`config.mk`:
```
export PLATFORM = sky130hd
export DESIGN_NAME = proc
export DESIGN_NICKNAME = d
export VERILOG_FILES = /design/src/common/procPkg.sv /design/src/hdl/fetch.sv /design/src/decode/regFile.sv /design/src/decode/decode.sv /design/src/hdl/hazard.sv /design/src/execute/execute.sv /design/src/hdl/result.sv /design/src/hdl/proc.sv
export VERILOG_INCLUDE_DIRS = /design/src /design/src/common
export SDC_FILE = /design/constraint.sdc
export NUM_CORES = 1
export LEC_CHECK = 0
export ABC_AREA = 1
export BUFFER_PORTS_ARGS = -buffer_cell sky130_fd_sc_hd__buf_2
export CAP_MARGIN = 20
export CORE_ASPECT_RATIO = 0.7
export CORE_MARGIN = 2
export CORE_UTILIZATION = 34
export DETAILED_ROUTE_END_ITERATION = 6
export PLACE_DENSITY = 0.48
export SLEW_MARGIN = 10
export SYNTH_ARGS = -nofsm -noshare
export SYNTH_HDL_FRONTEND = slang
export SYNTH_HIERARCHICAL = 1
export SYNTH_SLANG_ARGS = --single-unit
```
`constraint.sdc`:
```
create_clock -name clk -period 7.55 [get_ports clk]
set_clock_uncertainty 0.1 [all_clocks]
set_input_delay 0.3775 -clock clk [delete_from_list [all_inputs] [get_ports clk]]
set_output_delay 0.3775 -clock clk [all_outputs]
set_load 0.05 [all_outputs]
```
`src/common/proc_config.svh`:
```
// datapath word, register count and register index widths
`ifndef PROC_CONFIG_SVH
`define PROC_CONFIG_SVH

// instruction and data word
`define PROC_WORD 16

// register file size and index width
`define PROC_REGS 8
`define PROC_REG_BITS 3

`endif

```
`src/common/procPkg.sv`:
```
// opcodes, instruction formats and pipeline control encodings
`include "proc_config.svh"

package procPkg;

   // codes 13 to 15 are undefined and retire as illegal
   typedef enum logic [3:0] {
      OP_NOP  = 4'h0,
      OP_ADD  = 4'h1,
      OP_SUB  = 4'h2,
      OP_AND  = 4'h3,
      OP_XOR  = 4'h4,
      OP_ADDI = 4'h5,
      OP_LBI  = 4'h6,
      OP_LD   = 4'h7,
      OP_ST   = 4'h8,
      OP_BEQZ = 4'h9,
      OP_BNEZ = 4'hA,
      OP_J    = 4'hB,
      OP_HALT = 4'hC
   } opcode_e;

   // rd <= rs op rt
   typedef struct packed {
      opcode_e                   opcode;
      logic [`PROC_REG_BITS-1:0] rd;
      logic [`PROC_REG_BITS-1:0] rs;
      logic [`PROC_REG_BITS-1:0] rt;
      logic [2:0]                pad;
   } rForm_t;

   // ADDI, LD and ST
   typedef struct packed {
      opcode_e                   opcode;
      logic [`PROC_REG_BITS-1:0] rd;
      logic [`PROC_REG_BITS-1:0] rs;
      logic [5:0]                imm;
   } iForm_t;

   // LBI, branches and J
   typedef struct packed {
      opcode_e                   opcode;
      logic [`PROC_REG_BITS-1:0] rd;
      logic [8:0]                imm;
   } lForm_t;

   typedef union packed {
      rForm_t rForm;
      iForm_t iForm;
      lForm_t lForm;
   } instr_u;

   typedef enum logic [2:0] {ALU_ADD, ALU_SUB, ALU_AND, ALU_XOR, ALU_PASSB} aluOp_e;

   typedef enum logic [1:0] {WB_ALU, WB_MEM, WB_NONE} wbSrc_e;

   typedef enum logic [1:0] {FWD_RF, FWD_XM, FWD_MW} fwdSel_e;

endpackage

```
`src/hdl/fetch.sv`:
```
// program counter and the fetch/decode register
`include "proc_config.svh"

module fetch (
   input  logic                  clk,
   input  logic                  rst,
   input  logic                  stall,
   input  logic                  redirect,
   input  logic                  haltSeen,
   input  logic [`PROC_WORD-1:0] redirectPc,
   output logic [`PROC_WORD-1:0] imemAddr,
   input  logic [`PROC_WORD-1:0] imemData,
   output logic [`PROC_WORD-1:0] instrD,
   output logic [`PROC_WORD-1:0] pcNextD,
   output logic                  validD
);

   logic [`PROC_WORD-1:0] pc;
   logic [`PROC_WORD-1:0] pcNext;

   assign pcNext   = pc + `PROC_WORD'd1;
   assign imemAddr = pc;

   // redirect beats stall, and a halt only starves decode of new work
   always_ff @(posedge clk) begin
      if (rst) begin
         pc     <= '0;
         validD <= 1'b0;
      end else if (redirect) begin
         pc     <= redirectPc;
         validD <= 1'b0;
      end else if (!stall) begin
         if (haltSeen) begin
            validD <= 1'b0;
         end else begin
            pc     <= pcNext;
            validD <= 1'b1;
         end
      end
   end

   always_ff @(posedge clk) begin
      if (!stall) begin
         instrD  <= imemData;
         pcNextD <= pcNext;
      end
   end

endmodule

```
`src/decode/regFile.sv`:
```
// eight-entry register file, two read ports with write bypass
`include "proc_config.svh"

module regFile (
   input  logic                      clk,
   input  logic                      rst,
   input  logic [`PROC_REG_BITS-1:0] rdAddrA,
   input  logic [`PROC_REG_BITS-1:0] rdAddrB,
   input  logic [`PROC_REG_BITS-1:0] wrAddr,
   input  logic                      wrEn,
   input  logic [`PROC_WORD-1:0]     wrData,
   output logic [`PROC_WORD-1:0]     rdDataA,
   output logic [`PROC_WORD-1:0]     rdDataB
);

   logic [`PROC_WORD-1:0] regs [`PROC_REGS];

   always_ff @(posedge clk) begin
      if (rst) begin
         for (int i = 0; i < `PROC_REGS; i++) begin
            regs[i] <= '0;
         end
      end else if (wrEn) begin
         regs[wrAddr] <= wrData;
      end
   end

   // writeback in the same cycle shows up on the read side
   assign rdDataA = (wrEn && wrAddr == rdAddrA) ? wrData : regs[rdAddrA];
   assign rdDataB = (wrEn && wrAddr == rdAddrB) ? wrData : regs[rdAddrB];

endmodule

```
`src/decode/decode.sv`:
```
// instruction decoder, immediate extension, register read
// and the decode/execute register
`include "proc_config.svh"

module decode
   import procPkg::*;
(
   input  logic                      clk,
   input  logic                      rst,
   input  logic [`PROC_WORD-1:0]     instrD,
   input  logic [`PROC_WORD-1:0]     pcNextD,
   input  logic                      validD,
   input  logic                      stall,
   input  logic                      flush,
   input  logic                      wbEn,
   input  logic [`PROC_REG_BITS-1:0] wbReg,
   input  logic [`PROC_WORD-1:0]     wbData,
   output logic [`PROC_REG_BITS-1:0] srcA,
   output logic [`PROC_REG_BITS-1:0] srcB,
   output logic                      haltSeen,
   output logic                      validX,
   output opcode_e                   opX,
   output aluOp_e                    aluOpX,
   output wbSrc_e                    wbSrcX,
   output logic                      memWrX,
   output logic                      memRdX,
   output logic [`PROC_REG_BITS-1:0] destX,
   output logic                      regWrX,
   output logic [`PROC_WORD-1:0]     opAX,
   output logic [`PROC_WORD-1:0]     opBX,
   output logic [`PROC_WORD-1:0]     storeDataX,
   output logic [`PROC_WORD-1:0]     immX,
   output logic [`PROC_WORD-1:0]     pcNextX,
   output logic [`PROC_REG_BITS-1:0] srcAX,
   output logic [`PROC_REG_BITS-1:0] srcBX,
   output logic                      illegalX
);

   instr_u                instr;
   opcode_e               op;
   aluOp_e                aluOp;
   wbSrc_e                wbSrc;
   logic                  memWr;
   logic                  memRd;
   logic                  useImm;
   logic                  longImm;
   logic                  aFromRd;
   logic                  bFromRd;
   logic                  illegal;
   logic                  haltReg;
   logic [`PROC_WORD-1:0] imm;
   logic [`PROC_WORD-1:0] rdDataA;
   logic [`PROC_WORD-1:0] rdDataB;

   assign instr = instrD;
   assign op    = instr.rForm.opcode;

   always_comb begin
      aluOp   = ALU_ADD;
      wbSrc   = WB_NONE;
      memWr   = 1'b0;
      memRd   = 1'b0;
      useImm  = 1'b0;
      longImm = 1'b0;
      aFromRd = 1'b0;
      bFromRd = 1'b0;
      illegal = 1'b0;
      case (op)
         OP_ADD: wbSrc = WB_ALU;
         OP_SUB: begin
            aluOp = ALU_SUB;
            wbSrc = WB_ALU;
         end
         OP_AND: begin
            aluOp = ALU_AND;
            wbSrc = WB_ALU;
         end
         OP_XOR: begin
            aluOp = ALU_XOR;
            wbSrc = WB_ALU;
         end
         OP_ADDI: begin
            useImm = 1'b1;
            wbSrc  = WB_ALU;
         end
         OP_LBI: begin
            aluOp   = ALU_PASSB;
            useImm  = 1'b1;
            longImm = 1'b1;
            wbSrc   = WB_ALU;
         end
         OP_LD: begin
            useImm = 1'b1;
            memRd  = 1'b1;
            wbSrc  = WB_MEM;
         end
         // store data comes from rd on the second read port
         OP_ST: begin
            useImm  = 1'b1;
            memWr   = 1'b1;
            bFromRd = 1'b1;
         end
         // branches test rd through the A operand path
         OP_BEQZ, OP_BNEZ: begin
            longImm = 1'b1;
            aFromRd = 1'b1;
         end
         OP_J: longImm = 1'b1;
         OP_NOP, OP_HALT: illegal = 1'b0;
         default: illegal = 1'b1;
      endcase
   end

   assign imm = longImm ? {{(`PROC_WORD-9){instr.lForm.imm[8]}}, instr.lForm.imm}
                        : {{(`PROC_WORD-6){instr.iForm.imm[5]}}, instr.iForm.imm};

   assign srcA = aFromRd ? instr.rForm.rd : instr.rForm.rs;
   assign srcB = bFromRd ? instr.rForm.rd : instr.rForm.rt;

   regFile regFile0 (
      .clk(clk), .rst(rst),
      .rdAddrA(srcA), .rdAddrB(srcB),
      .wrAddr(wbReg), .wrEn(wbEn), .wrData(wbData),
      .rdDataA(rdDataA), .rdDataB(rdDataB)
   );

   // a HALT on a flushed path must not freeze fetch
   assign haltSeen = haltReg | (validD && op == OP_HALT && !flush);

   always_ff @(posedge clk) begin
      if (rst) begin
         haltReg <= 1'b0;
         validX  <= 1'b0;
      end else begin
         haltReg <= haltSeen;
         validX  <= validD && !stall && !flush;
      end
   end

   // opBX already holds the immediate for the immediate forms
   always_ff @(posedge clk) begin
      opX        <= op;
      aluOpX     <= aluOp;
      wbSrcX     <= wbSrc;
      memWrX     <= memWr;
      memRdX     <= memRd;
      destX      <= instr.rForm.rd;
      regWrX     <= (wbSrc != WB_NONE);
      opAX       <= rdDataA;
      opBX       <= useImm ? imm : rdDataB;
      storeDataX <= rdDataB;
      immX       <= imm;
      pcNextX    <= pcNextD;
      srcAX      <= srcA;
      srcBX      <= srcB;
      illegalX   <= illegal;
   end

endmodule

```
`src/hdl/hazard.sv`:
```
// load-use stall detection and operand forward selection
`include "proc_config.svh"

module hazard
   import procPkg::*;
(
   input  logic [`PROC_REG_BITS-1:0] srcA,
   input  logic [`PROC_REG_BITS-1:0] srcB,
   input  logic [`PROC_REG_BITS-1:0] srcAX,
   input  logic [`PROC_REG_BITS-1:0] srcBX,
   input  logic [`PROC_REG_BITS-1:0] destX,
   input  logic                      regWrX,
   input  logic                      memRdX,
   input  logic                      validX,
   input  logic [`PROC_REG_BITS-1:0] destM,
   input  logic                      regWrM,
   input  logic                      validM,
   input  logic [`PROC_REG_BITS-1:0] destW,
   input  logic                      regWrW,
   input  logic                      validW,
   output logic                      stall,
   output fwdSel_e                   fwdA,
   output fwdSel_e                   fwdB
);

   logic writesM;
   logic writesW;

   // load data is not ready until the load reaches writeback
   assign stall = validX && memRdX && regWrX && (destX == srcA || destX == srcB);

   assign writesM = validM && regWrM;
   assign writesW = validW && regWrW;

   // the younger producer in X/M takes priority over M/W
   assign fwdA = (writesM && destM == srcAX) ? FWD_XM :
                 (writesW && destW == srcAX) ? FWD_MW : FWD_RF;
   assign fwdB = (writesM && destM == srcBX) ? FWD_XM :
                 (writesW && destW == srcBX) ? FWD_MW : FWD_RF;

endmodule

```
`src/execute/execute.sv`:
```
// operand forwarding, ALU, branch resolution and the execute/memory register
`include "proc_config.svh"

module execute
   import procPkg::*;
(
   input  logic                      clk,
   input  logic                      rst,
   input  logic                      validX,
   input  opcode_e                   opX,
   input  aluOp_e                    aluOpX,
   input  wbSrc_e                    wbSrcX,
   input  logic                      memWrX,
   input  logic                      memRdX,
   input  logic [`PROC_REG_BITS-1:0] destX,
   input  logic                      regWrX,
   input  logic [`PROC_WORD-1:0]     opAX,
   input  logic [`PROC_WORD-1:0]     opBX,
   input  logic [`PROC_WORD-1:0]     storeDataX,
   input  logic [`PROC_WORD-1:0]     immX,
   input  logic [`PROC_WORD-1:0]     pcNextX,
   input  logic                      illegalX,
   input  fwdSel_e                   fwdA,
   input  fwdSel_e                   fwdB,
   input  logic [`PROC_WORD-1:0]     fwdDataM,
   input  logic [`PROC_WORD-1:0]     fwdDataW,
   output logic                      redirect,
   output logic [`PROC_WORD-1:0]     redirectPc,
   output logic                      validM,
   output logic [`PROC_WORD-1:0]     aluResM,
   output logic [`PROC_WORD-1:0]     storeDataM,
   output logic [`PROC_REG_BITS-1:0] destM,
   output logic                      regWrM,
   output logic                      memWrM,
   output logic                      memRdM,
   output wbSrc_e                    wbSrcM,
   output logic                      haltM,
   output logic                      illegalM
);

   logic [`PROC_WORD-1:0] aVal;
   logic [`PROC_WORD-1:0] regB;
   logic [`PROC_WORD-1:0] aluB;
   logic [`PROC_WORD-1:0] aluRes;
   logic                  useImm;
   logic                  isZero;

   function automatic logic [`PROC_WORD-1:0] pickOperand(
      input fwdSel_e               sel,
      input logic [`PROC_WORD-1:0] regVal,
      input logic [`PROC_WORD-1:0] xmVal,
      input logic [`PROC_WORD-1:0] mwVal
   );
      case (sel)
         FWD_XM:  return xmVal;
         FWD_MW:  return mwVal;
         default: return regVal;
      endcase
   endfunction

   assign aVal = pickOperand(fwdA, opAX, fwdDataM, fwdDataW);
   assign regB = pickOperand(fwdB, storeDataX, fwdDataM, fwdDataW);

   assign useImm = (opX == OP_ADDI) || (opX == OP_LBI) || (opX == OP_LD) || (opX == OP_ST);
   assign aluB   = useImm ? opBX : regB;

   always_comb begin
      case (aluOpX)
         ALU_SUB: aluRes = aVal - aluB;
         ALU_AND: aluRes = aVal & aluB;
         ALU_XOR: aluRes = aVal ^ aluB;
         ALU_PASSB: aluRes = aluB;
         default: aluRes = aVal + aluB;
      endcase
   end

   // predict not taken, so any taken branch or jump redirects fetch
   assign isZero     = (aVal == '0);
   assign redirect   = validX && ((opX == OP_J) ||
                                  (opX == OP_BEQZ && isZero) ||
                                  (opX == OP_BNEZ && !isZero));
   assign redirectPc = pcNextX + immX;

   always_ff @(posedge clk) begin
      if (rst) begin
         validM <= 1'b0;
      end else begin
         validM <= validX;
      end
   end

   always_ff @(posedge clk) begin
      aluResM    <= aluRes;
      storeDataM <= regB;
      destM      <= destX;
      regWrM     <= regWrX;
      memWrM     <= memWrX;
      memRdM     <= memRdX;
      wbSrcM     <= wbSrcX;
      haltM      <= (opX == OP_HALT);
      illegalM   <= illegalX;
   end

endmodule

```
`src/hdl/result.sv`:
```
// data memory access, memory/writeback register, writeback select
// and the sticky halted and err flags
`include "proc_config.svh"

module result
   import procPkg::*;
(
   input  logic                      clk,
   input  logic                      rst,
   input  logic                      validM,
   input  logic [`PROC_WORD-1:0]     aluResM,
   input  logic [`PROC_WORD-1:0]     storeDataM,
   input  logic [`PROC_REG_BITS-1:0] destM,
   input  logic                      regWrM,
   input  logic                      memWrM,
   input  logic                      memRdM,
   input  wbSrc_e                    wbSrcM,
   input  logic                      haltM,
   input  logic                      illegalM,
   output logic [`PROC_WORD-1:0]     dmemAddr,
   output logic [`PROC_WORD-1:0]     dmemWrData,
   output logic                      dmemWr,
   output logic                      dmemRd,
   input  logic [`PROC_WORD-1:0]     dmemRdData,
   output logic                      wbEn,
   output logic [`PROC_REG_BITS-1:0] wbReg,
   output logic [`PROC_WORD-1:0]     wbData,
   output logic                      halted,
   output logic                      err
);

   logic                      validW;
   logic                      regWrW;
   logic                      haltW;
   logic                      illegalW;
   logic [`PROC_REG_BITS-1:0] destW;
   wbSrc_e                    wbSrcW;
   logic [`PROC_WORD-1:0]     aluResW;
   logic [`PROC_WORD-1:0]     memDataW;

   // bubbles never touch memory
   assign dmemAddr   = aluResM;
   assign dmemWrData = storeDataM;
   assign dmemWr     = validM && memWrM;
   assign dmemRd     = validM && memRdM;

   always_ff @(posedge clk) begin
      if (rst) begin
         validW <= 1'b0;
         halted <= 1'b0;
         err    <= 1'b0;
      end else begin
         validW <= validM;
         halted <= halted | (validW && haltW);
         err    <= err | (validW && illegalW);
      end
   end

   always_ff @(posedge clk) begin
      regWrW   <= regWrM;
      destW    <= destM;
      wbSrcW   <= wbSrcM;
      aluResW  <= aluResM;
      memDataW <= dmemRdData;
      haltW    <= haltM;
      illegalW <= illegalM;
   end

   assign wbEn   = validW && regWrW;
   assign wbReg  = destW;
   assign wbData = (wbSrcW == WB_MEM) ? memDataW : aluResW;

endmodule

```
`src/hdl/proc.sv`:
```
// five-stage pipelined core with combinational instruction and data ports
`include "proc_config.svh"

module proc
   import procPkg::*;
(
   input  logic                  clk,
   input  logic                  rst,
   output logic [`PROC_WORD-1:0] imemAddr,
   input  logic [`PROC_WORD-1:0] imemData,
   output logic [`PROC_WORD-1:0] dmemAddr,
   output logic [`PROC_WORD-1:0] dmemWrData,
   output logic                  dmemWr,
   output logic                  dmemRd,
   input  logic [`PROC_WORD-1:0] dmemRdData,
   output logic                  halted,
   output logic                  err
);

   // fetch/decode
   logic [`PROC_WORD-1:0]     instrD;
   logic [`PROC_WORD-1:0]     pcNextD;
   logic                      validD;
   logic                      haltSeen;
   logic [`PROC_REG_BITS-1:0] srcA;
   logic [`PROC_REG_BITS-1:0] srcB;

   // decode/execute
   logic                      validX;
   opcode_e                   opX;
   aluOp_e                    aluOpX;
   wbSrc_e                    wbSrcX;
   logic                      memWrX;
   logic                      memRdX;
   logic                      regWrX;
   logic                      illegalX;
   logic [`PROC_REG_BITS-1:0] destX;
   logic [`PROC_REG_BITS-1:0] srcAX;
   logic [`PROC_REG_BITS-1:0] srcBX;
   logic [`PROC_WORD-1:0]     opAX;
   logic [`PROC_WORD-1:0]     opBX;
   logic [`PROC_WORD-1:0]     storeDataX;
   logic [`PROC_WORD-1:0]     immX;
   logic [`PROC_WORD-1:0]     pcNextX;

   // hazards and redirect
   logic                      stall;
   fwdSel_e                   fwdA;
   fwdSel_e                   fwdB;
   logic                      redirect;
   logic [`PROC_WORD-1:0]     redirectPc;

   // execute/memory
   logic                      validM;
   logic [`PROC_WORD-1:0]     aluResM;
   logic [`PROC_WORD-1:0]     storeDataM;
   logic [`PROC_REG_BITS-1:0] destM;
   logic                      regWrM;
   logic                      memWrM;
   logic                      memRdM;
   wbSrc_e                    wbSrcM;
   logic                      haltM;
   logic                      illegalM;

   // writeback
   logic                      wbEn;
   logic [`PROC_REG_BITS-1:0] wbReg;
   logic [`PROC_WORD-1:0]     wbData;

   fetch fetch0 (
      .clk(clk), .rst(rst), .stall(stall), .redirect(redirect), .haltSeen(haltSeen),
      .redirectPc(redirectPc), .imemAddr(imemAddr), .imemData(imemData),
      .instrD(instrD), .pcNextD(pcNextD), .validD(validD)
   );

   decode decode0 (
      .clk(clk), .rst(rst), .instrD(instrD), .pcNextD(pcNextD), .validD(validD),
      .stall(stall), .flush(redirect), .wbEn(wbEn), .wbReg(wbReg), .wbData(wbData),
      .srcA(srcA), .srcB(srcB), .haltSeen(haltSeen),
      .validX(validX), .opX(opX), .aluOpX(aluOpX), .wbSrcX(wbSrcX),
      .memWrX(memWrX), .memRdX(memRdX), .destX(destX), .regWrX(regWrX),
      .opAX(opAX), .opBX(opBX), .storeDataX(storeDataX), .immX(immX),
      .pcNextX(pcNextX), .srcAX(srcAX), .srcBX(srcBX), .illegalX(illegalX)
   );

   // wbEn is already qualified by the writeback valid bit
   hazard hazard0 (
      .srcA(srcA), .srcB(srcB), .srcAX(srcAX), .srcBX(srcBX),
      .destX(destX), .regWrX(regWrX), .memRdX(memRdX), .validX(validX),
      .destM(destM), .regWrM(regWrM), .validM(validM),
      .destW(wbReg), .regWrW(wbEn), .validW(wbEn),
      .stall(stall), .fwdA(fwdA), .fwdB(fwdB)
   );

   execute execute0 (
      .clk(clk), .rst(rst), .validX(validX), .opX(opX), .aluOpX(aluOpX),
      .wbSrcX(wbSrcX), .memWrX(memWrX), .memRdX(memRdX), .destX(destX),
      .regWrX(regWrX), .opAX(opAX), .opBX(opBX), .storeDataX(storeDataX),
      .immX(immX), .pcNextX(pcNextX), .illegalX(illegalX),
      .fwdA(fwdA), .fwdB(fwdB), .fwdDataM(aluResM), .fwdDataW(wbData),
      .redirect(redirect), .redirectPc(redirectPc),
      .validM(validM), .aluResM(aluResM), .storeDataM(storeDataM), .destM(destM),
      .regWrM(regWrM), .memWrM(memWrM), .memRdM(memRdM), .wbSrcM(wbSrcM),
      .haltM(haltM), .illegalM(illegalM)
   );

   result result0 (
      .clk(clk), .rst(rst), .validM(validM), .aluResM(aluResM),
      .storeDataM(storeDataM), .destM(destM), .regWrM(regWrM),
      .memWrM(memWrM), .memRdM(memRdM), .wbSrcM(wbSrcM),
      .haltM(haltM), .illegalM(illegalM),
      .dmemAddr(dmemAddr), .dmemWrData(dmemWrData), .dmemWr(dmemWr),
      .dmemRd(dmemRd), .dmemRdData(dmemRdData),
      .wbEn(wbEn), .wbReg(wbReg), .wbData(wbData),
      .halted(halted), .err(err)
   );

endmodule

```
Word level (Yosys, flattened, before mapping)
Memories as Yosys holds them, arrays and structs flattened. Index checks and enable logic that the tools add are counted. Widths: inputs -> output; s select.

Word-level logic and storage cells: 167. Register bits: 239. Bits in writable memories: 128. Memories kept: 1. Output and inout bits: 52. Bits of input ports: 34.

Multiplexer cells: 35. Bitwise logic cells: 5. Eq/ne operators: 40. Reductions and logical operators: 41. Add/sub/neg operators: 4.

Memory list: decode0.regFile0.regs (depth 8, bits a word 16, rd ports 2, clocked after memory_dff 0, wr ports 8, RTL line regFile.sv:16) `` logic [`PROC_WORD-1:0] regs [`PROC_REGS]; ``.

Operators by type and width (number): $mux 16 (10); $pmux 16 s2 (2); $pmux 16 s4 (1); $eq 4x4->1 const B (10); $add 16x16->16 (2); $eq 4x3->1 const B (7); $eq 3x3->1 (8); $logic_and 1x1->1 (22); $add 16x1->16 const B (1); $and 16x16->16 (1); $logic_not 16->1 (1); $reduce_or 16->1 (1); $sub 16x16->16 (1); $xor 16x16->16 (1); $mux 1 (13); $reduce_or 13->1 (1); $pmux 3 s4 (1); $mux 3 (3); $eq 4x2->1 const B (2); $mux 2 (4); $reduce_or 4->1 (2); $eq 2x1->1 const B (3); $eq 3x2->1 const B (2); $logic_or 1x1->1 (6); other kinds (13) (20).

Logic depth before layout (Yosys ltp)
Gate-level depths: netlist (run 1).

Word-level depth: 17. Gate-level depth with buffers: 35. Mapped depth without buffers: 34.

Cells and area by module
The synthesis (run 1) kept the hierarchy.

By module, submodules not included: regFile (area each 7778.7 um^2, instances 1, sequential area each 3843.7 um^2, cells an instance 1057); execute (area each 4571.9 um^2, instances 1, sequential area each 860.8 um^2, cells an instance 689); decode (area each 2442.3 um^2, instances 1, sequential area each 1921.8 um^2, cells an instance 205); fetch (area each 2065.7 um^2, instances 1, sequential area each 1301.2 um^2, cells an instance 210); result (area each 1433.9 um^2, instances 1, sequential area each 860.8 um^2, cells an instance 143); hazard (area each 317.8 um^2, instances 1, sequential area each 0.0 um^2, cells an instance 70).

Least setup slack after synthesis (run 1)
No wires, ideal clock.

Path type: register to register. From: reg result0.destW[1] (netlist: result0/wbReg[1]). To: reg execute0.aluResM[12]. Stages on the path, launching flop included: 29. Slack: 3552 ps. Period minus slack after synthesis: 3998 ps. Arrival: 3776 ps. Library setup time: 121 ps. Buffers on the path: 2. Path through: dfxtp_1 -> nand2_1 -> a21oi_1 -> nand3_1 -> nor2_1 -> ha_1 -> inv_2 -> buf_6 -> buf_6 -> nand2_2 -> nand2_1 -> nand2_1 -> nand2_1 -> inv_1 -> ha_1 -> inv_1 -> o21ai_0 -> fa_1 -> inv_1 -> a21oi_1 -> nor2_1 -> nor2_1 -> o21ai_0 -> nand2_1 -> nand2_1 -> a21boi_0 -> or2_2 -> nand3_1 -> nand2_1.

Longest elaborated chain between the ends: 9. Elaborated cells on any way between the ends: 20.

RTL lines: start: declaration (RTL line result.sv:36) `` logic [`PROC_REG_BITS-1:0] destW; ``; start signal: assignment (RTL line result.sv:61) `destW <= destM;`; $eq 3x3->1 (*) (RTL line hazard.sv:39) `(writesW && destW == srcBX) ? FWD_MW : FWD_RF;`; $logic_and 1x1->1 (*) (RTL line hazard.sv:39); $mux 2 (*) (RTL line hazard.sv:39); $mux 2 (*) (RTL line hazard.sv:38) `assign fwdB = (writesM && destM == srcBX) ? FWD_XM :`; named net fwdB[1] (RTL line proc.sv:49) `fwdSel_e fwdB;`; $eq 2x2->1 / $eq 2x1->1 (equally long branches) (RTL line execute.sv:54) `case (sel)`; $pmux 16 s2 (*) (RTL line execute.sv:54); named net execute0.regB[0] (RTL line execute.sv:42) `` logic [`PROC_WORD-1:0] regB; ``; $mux 16 (*) (RTL line execute.sv:65) `assign aluB = useImm ? opBX : regB;`; $add 16x16->16 / $sub 16x16->16 (equally long branches) (RTL line execute.sv:73, execute.sv:69); $pmux 16 s4 (*) (RTL line execute.sv:68) `case (aluOpX)`; named net execute0.aluRes[12] (RTL line execute.sv:44) `` logic [`PROC_WORD-1:0] aluRes; ``; end signal: assignment (RTL line execute.sv:93) `aluResM <= aluRes;`; end: declaration (RTL line execute.sv:30) `` output logic [`PROC_WORD-1:0] aluResM, ``.

The timed path passes the listed nets; every way through them passes the cells marked *. A chain may end at the register's enable or synchronous reset.

Worst setup path in the final report (run 1)
From: reg result0.validW. To: reg fetch0.pc[5] (netlist: fetch0/imemAddr[5]).

Longest elaborated chain between the ends: 16. Elaborated cells on any way between the ends: 21.

RTL lines: start: declaration (RTL line result.sv:32) `logic validW;`; start signal: assignment (RTL line result.sv:53) `validW <= validM;`; $logic_and 1x1->1 (*) (RTL line result.sv:69) `assign wbEn = validW && regWrW;`; named net wbEn (RTL line proc.sv:66) `logic wbEn;`; $logic_and 1x1->1 (*) (RTL line hazard.sv:37) `(writesW && destW == srcAX) ? FWD_MW : FWD_RF;`; $mux 2 (*) (RTL line hazard.sv:37); $mux 2 (*) (RTL line hazard.sv:36) `assign fwdA = (writesM && destM == srcAX) ? FWD_XM :`; named net fwdA[1] (RTL line proc.sv:48) `fwdSel_e fwdA;`; $eq 2x2->1 / $eq 2x1->1 (equally long branches) (RTL line execute.sv:54); $pmux 16 s2 (*) (RTL line execute.sv:54); [... 4 more ...]; $logic_and 1x1->1 (*) (RTL line execute.sv:79) `assign redirect = validX && ((opX == OP_J) ||`; named net redirect (RTL line proc.sv:50) `logic redirect;`; $logic_not 1->1 (*) (RTL line decode.sv:128) `assign haltSeen = haltReg | (validD && op == OP_HALT && !flush);`; $logic_and 1x1->1 (*) (RTL line decode.sv:128); $or 1x1->1 (*) (RTL line decode.sv:128); named net haltSeen (RTL line proc.sv:24) `logic haltSeen;`; $ne 2x1->1 (no source line) (*); $reduce_and 2->1 (no source line) (*); end signal: assignment (RTL line fetch.sv:30) `pc <= redirectPc;`; end signal: assignment (RTL line fetch.sv:36) `pc <= pcNext;`; end: declaration (RTL line fetch.sv:18) `` logic [`PROC_WORD-1:0] pc; ``.

Marks and branches as above.

==> impl_metrics.csv, run 1 <==
group,metric,value,unit
outcome,outcome,"complete, but fails checks",
timing,slew_violations,0,
cts,cts.sinks,359,
detailed_routing,drt-wirelength-per-cell,18.5,microns
setup_path,reg2regPathDepth,27,
setup_path,worstReg2RegStart,"result0/validW",
timing,max_slew.worst_pin.slew,1.12,ns
synth,ys_ff_latch,359,
floorplanning,rows,71,
synth,synth_top_area_share,25.8,%
cts,cts-root-buf,"clkbuf_16",
floorplanning,start_util,34.5,%
pwr,seqPwrFrac,41.0,%
pwr,p_int,3.78,mW
synth,synth_cell_types,55,
floorplanning,pin_count,86,
timing,setup_viol,0,
global_routing,grt_pass1_wl,90500,microns
synth,syn_nets,2467,
synth,avgSynthCellArea,7.84,sq um
place,gp_congestion,0.873,
detailed_routing,ant_nets,0,
final_layout,seq_area,8790,sq um
pwr,switching_power,2.02,mW
pwr,power_frac_comb,24.8,%
cts,cts_resized,0,
run,cap_viol_max_count,0,
floorplanning,coreArea,53900,sq um
cts,cts_setup_buffers,0,
setup_path,path_class,"flip-flop to flip-flop",
pwr,powerDensity,277,nW/um^2
cts,clkSlewWorstSetupHoldPaths,0.06,ns
outcome,violations,"DRC",
setup_path,endpoint_kind,"flip-flop",
detailed_routing,drc,6,
setup_path,worstPathArrival,5.66,ns
global_routing,grt_overflow,0,
timing,tns,0,ns
synth,synth-edff-count,160,
detailed_routing,drt_first_pass_iters,7,
timing,period_share,70.9,%
pwr,p_clk_share,34.2,%
min_path,hold_start,"rst",
min_path,min_to,"fetch0/imemAddr[14]",
setup_path,setup.worst_path.start_class,"flip-flop",
synth,async_reset_ff_share,0,%
synth,synth_seq_area_share,47.2,%
setup_path,crit_required,7.85,ns
pwr,peakVddDrop,0.000132,V
synth,synthTopCellsByArea,"edfxtp_1 26%, dfxtp_1 21%, nand2_1 15%",
detailed_routing,viasPerCell,4.94,
cts,cts_tree,"built",
final_layout,multiInputGateArea,7880,sq um
synth,synth_top_area_cell,"edfxtp_1",
detailed_routing,wirelength,58800,microns
setup_path,timing.rr.end,"fetch0/imemAddr[5]",
global_routing,grt_usage,20.7,%
synth,syn_inst,2374,
floorplanning,die_area,56700,sq um
timing,relSlewSlack,25.4,%
timing,fmax,187,MHz
cts,clock_path_buffers,3,
detailed_routing,first_iter_violations,1450,
synth,synthFlopType,"dfxtp_1",
timing,layout_min_cycle_time,5.35,ns
cts,htree_levels,2,
cts,numCtsBuffers,38,
final_layout,fin_nets,2508,
synth,syn_area,18600,sq um
place,port_buffers,85,
pwr,p_total,5.80,mW
min_path,hold_path.class,"primary input to flip-flop",
final_layout,fillers,5577,
setup_path,crit_top_cell,"nand2_1",
final_layout,area_growth,12.4,%
place,dp_hpwl,40300,microns
final_layout,drive_gt1_share,10.8,%
final_layout,diodes,0,
final_layout,mostFrequentLayoutCell,"nand2_1",
pwr,power_switching_share,34.8,%
synth,synth_warnings,6,
detailed_routing,vias,15700,
cts,insertion_delay,0.54,ns
floorplanning,die_w,284,microns
timing,hold_viol,0,
global_routing,grt_antenna_before_repair,0,
setup_path,slowest_delay,0.65,ns
setup_path,regToRegSetupSlack,2.20,ns
min_path,min_delay_path_depth,2,
global_routing,grt_max_degree,68,
final_layout,layout_common_cells,"719 x nand2_1, 296 x nand3_1, 283 x inv_1",
timing,rsz0062_at_grt,"false",
floorplanning,die_h,200,microns
pwr,cellLeakagePower,9.69,nW
setup_path,critPathMaxFanout,32,
global_routing,grt_pass1_vias,15400,
cts,cts-hold-fix-buffers,32,
setup_path,critPathSlowestCell,"nor4_1",
critical path: cells and delay by family (launching register included):
family | cells | cell delay, ns
adder cells (fa/ha/maj) | 1 | 0.24
flip-flops | 1 | 0.35
buffers and inverters | 6 | 1.34
AO/OA/AOI/OAI | 3 | 0.40
AND/OR/NAND/NOR | 17 | 2.78
sequential cells by signal, summed over array words and instances, names as in the netlist, 2 cells and up:
register and flops:
execute0/storeDataM 16, execute0/destM 3, result0/wbSrcW 2, decode0/srcBX 3, fetch0/instrD 16, decode0/opBX 16
fetch0/pcNextD 16, decode0/opAX 16, decode0/pcNextX 16, result0/aluResW 16, decode0/opX 4, decode0/regFile0/regs 128
decode0/srcAX 3, decode0/destX 3, fetch0/imemAddr 16, decode0/aluOpX 3, execute0/wbSrcM 2, execute0/aluResM 16
decode0/storeDataX 16, decode0/immX 9, result0/memDataW 16, result0/wbReg 3
Yosys cell counts, drive strengths merged (2+ instances only):
cell / n
nand4: 9
a21o: 2
a221oi: 3
nor2: 198
a32oi: 2
a31oi: 5
o2111ai: 6
clkbuf: 29
a21boi: 6
and2: 2
nand3: 298
nor3: 7
o211ai: 2
xor2: 33
nor4: 2
edfxtp: 160
inv: 303
ha: 57
buf: 102
o21ai: 65
o31ai: 3
nand2: 765
nand3b: 16
fa: 2
or2: 18
a22oi: 4
a21oi: 56
xnor2: 17
dfxtp: 199
cell families after synthesis:
family                     after synthesis  synth area share [%]
and+or+nand+nor                       1315                  30.8
buffers and inverters                  434                  10.7
DFF                                    359                  47.2
AOI/OAI and AO/OA                      157                  4.87
adders and majority gates               59                  4.05
xor gates and xnor gates                50                  2.39
area by class of cell:
cell class | count | area share [%]
Clock inverter | 14 | 0.735
Sequential cell | 359 | 42.0
Timing Repair Buffer | 132 | 4.22
Inverter | 303 | 5.51
Tap cell | 730 | 4.36
Clock buffer | 55 | 5.54
Multi-Input combinational cell | 1581 | 37.6
per-stage QoR:
stage          hold slack [ns]  setup slack (ns)  instances  utilization [%]  instance area, sq um
2_1_floorplan            0.210              3.55       2374                -                 18600
3_3_place_gp             0.211              2.45       3070             35.7                 19200
3_5_place_dp             0.214              2.32       3070             35.7                 19200
4_1_cts                  0.175              2.28       3171             38.7                 20900
5_1_grt                  0.213              1.52       3174             38.8                 20900
6_report                 0.203              2.20       3174             38.8                 20900
metal layers:
layer / up-vias / share of wire, % / GRT usage (%)
li1: 7603 / - / -
met2: 564 / 41 / 30.8
met4: 0 / 2.6 / 6.55
met3: 106 / 6.5 / 3.17
met5: - / 0 / 0
met1: 7421 / 50 / 30.8
power by group through the flow:
stage | registers, mW | clock network [mW] | logic (mW)
6_report | 2.38 | 1.98 | 1.44
4_1_cts | 2.38 | 2.03 | 1.43
2_1_floorplan | 2.36 | 0 | 1.08
3_3_place_gp | 2.43 | 0 | 1.40
3_5_place_dp | 2.43 | 0 | 1.41
5_1_grt | 2.40 | 2.11 | 1.59
how the worst max path moves through the flow:
stage	start	endpoint	slack (ns)
floorplan	result0/wbReg[1]	execute0/aluResM[12]	3.55
global placement	result0/validW	fetch0/imemAddr[5]	2.45
detailed placement	result0/validW	fetch0/imemAddr[5]	2.32
CTS	result0/validW	fetch0/imemAddr[5]	2.28
global route	result0/validW	fetch0/imemAddr[5]	1.52
finish	result0/validW	fetch0/imemAddr[5]	2.20
Power figures use the tool's default switching activity.
==> run 2, diff against run 1 <==
==> constraint.sdc (replaced) <==
create_clock -name clk -period 5.05 [get_ports clk]
set_clock_uncertainty 0.1 [all_clocks]
set_input_delay 0.2525 -clock clk [delete_from_list [all_inputs] [get_ports clk]]
set_output_delay 0.2525 -clock clk [all_outputs]
set_load 0.05 [all_outputs]
==> impl_metrics.csv, run 2 (synthesized netlist as in run 1, its figures left out) <==
group,metric,value,unit
outcome,outcome,"finished clean",
setup_path,critPathSlowestCell,"nor4_1",
floorplanning,rows,71,
timing,tns,0,ns
place,gp_congestion,0.855,
timing,rsz0062_at_grt,"false",
pwr,cellLeakagePower,9.79,nW
cts,htree_levels,2,
global_routing,grtUsageMet3,3.36,%
final_layout,area_growth,13.3,%
final_layout,fin_nets,2523,
detailed_routing,drc,0,
global_routing,grt_pass1_wl,89700,microns
setup_path,path_class,"flip-flop to flip-flop",
floorplanning,start_util,34.5,%
global_routing,busiest_layer,"met1",
setup_path,crit_required,5.35,ns
cts,insertion_delay,0.56,ns
detailed_routing,ant_nets,0,
floorplanning,die_area,56700,sq um
setup_path,slowest_delay,0.51,ns
detailed_routing,first_iter_violations,1428,
global_routing,grt_antenna_before_repair,1,
timing,layout_min_cycle_time,4.63,ns
timing,whs,0.0786,ns
detailed_routing,wirelength,58300,microns
place,port_buffers,85,
timing,relSlewSlack,24.0,%
min_path,hold_path.class,"primary input to flip-flop",
pwr,peakVddDrop,0.000230,V
place,dp_hpwl,40000,microns
global_routing,grt_usage,20.5,%
cts,clock_path_buffers,3,
setup_path,worstPathArrival,4.93,ns
cts,cts-root-buf,"clkbuf_16",
cts,cts.sinks,359,
detailed_routing,viasPerCell,4.92,
global_routing,grt_overflow,0,
detailed_routing,vias,15700,
timing,max_slew.worst_pin.slew,1.14,ns
timing,setup_viol,0,
global_routing,met1_usage,30.6,%
pwr,p_total,8.61,mW
timing,fmax,216,MHz
global_routing,met2_usage,30.6,%
final_layout,layout_common_cells,"719 x nand2_1, 296 x nand3_1, 283 x inv_1",
run,cap_viol_max_count,0,
setup_path,critPathMaxFanout,28,
timing,hold_viol,0,
detailed_routing,drt-wirelength-per-cell,18.3,microns
setup_path,endpoint_kind,"flip-flop",
final_layout,mostFrequentLayoutCell,"nand2_1",
final_layout,diodes,0,
floorplanning,die_h,200,microns
cts,numCtsBuffers,38,
cts,clkSlewWorstSetupHoldPaths,0.07,ns
timing,period_share,91.7,%
floorplanning,die_w,284,microns
timing,slew_violations,0,
setup_path,setup.worst_path.start_class,"flip-flop",
detailed_routing,drt_first_pass_iters,6,
floorplanning,pin_count,86,
final_layout,drive_gt1_share,11.5,%
final_layout,regMostFlops,"decode0/regFile0/regs",
floorplanning,coreArea,53900,sq um
final_layout,final_util,39.1,%
cts,cts_tree,"built",
pwr,powerDensity,408,nW/um^2
global_routing,grt_max_degree,66,
final_layout,largest_register_ffs,128,
global_routing,grt_pass1_vias,15300,
setup_path,crit_top_cell,"nand2_1",
-- run 2: cell count changes in the layout (fill, tap and decap cells not counted), sizes merged --
cell | before | now
clkinvlp | 0 | 1
inv | 305 | 308
buf | 100 | 115
clkbuf | 55 | 56
clkinv | 9 | 8
bufinv | 3 | 0
-- run 2: layout make-up --
cell class,count,area [sq um]
inverters,303,1150
repair buffers,147,1070
clock inverters,14,101
well taps,730,913
fillers,5505,32800
flip-flops and latches,359,8790
clock buffers,56,1190
multi-input cells,1581,7880
-- run 2: worst paths after layout --
check,start,end,slack [ns],depth (start not counted)
max,result0/validW,fetch0/imemAddr[6],0.42,28
max reg2reg,result0/validW,fetch0/imemAddr[6],0.42,28
min reg2reg,decode0/wbSrcX[1],execute0/wbSrcM[1],0.22,0
min,rst,fetch0/imemAddr[12],0.08,2
-- run 2: timing repair --
| action | CTS | global route |
|---|---|---|
| resized for setup | 0 | 0 |
| buffers inserted | 0 | 1 |
| hold endpoints to repair | 32 | 0 |
| hold buffers | 32 | 0 |
| endpoints found under the setup margin | 0 | 1 |
-- run 2: power breakdown --
part	leakage [nW]	switching (mW)	internal, mW
Sequential	3.34	0.215	3.34
Combinational	5.79	1.58	0.581
Clock	0.648	1.24	1.66
-- run 2: metal layers --
metal / up-vias / wire, microns
met5: - / 0
met1: 7479 / 29300
met4: 0 / 1290
met3: 84 / 3760
met2: 499 / 24000
li1: 7634 / -
-- run 2: critical path, delay by kind of cell, from the launching register on --
family                     cells  cell delay, ns
buffers and inverters          7            0.98
adders and majority gates      1            0.22
AOI/OAI and AO/OA              3            0.40
and+or+nand+nor               17            2.42
DFF                            1            0.35
-- run 2: per-stage QoR --
step                      std cells  setup slack (ns)  area [sq um]
after floorplan                2374              1.05         18600
after global placement         3084             0.561         19400
after global routing           3190            0.0109         21100
final                          3190             0.420         21100
after CTS                      3186             0.469         21000
after detailed placement       3084             0.493         19400
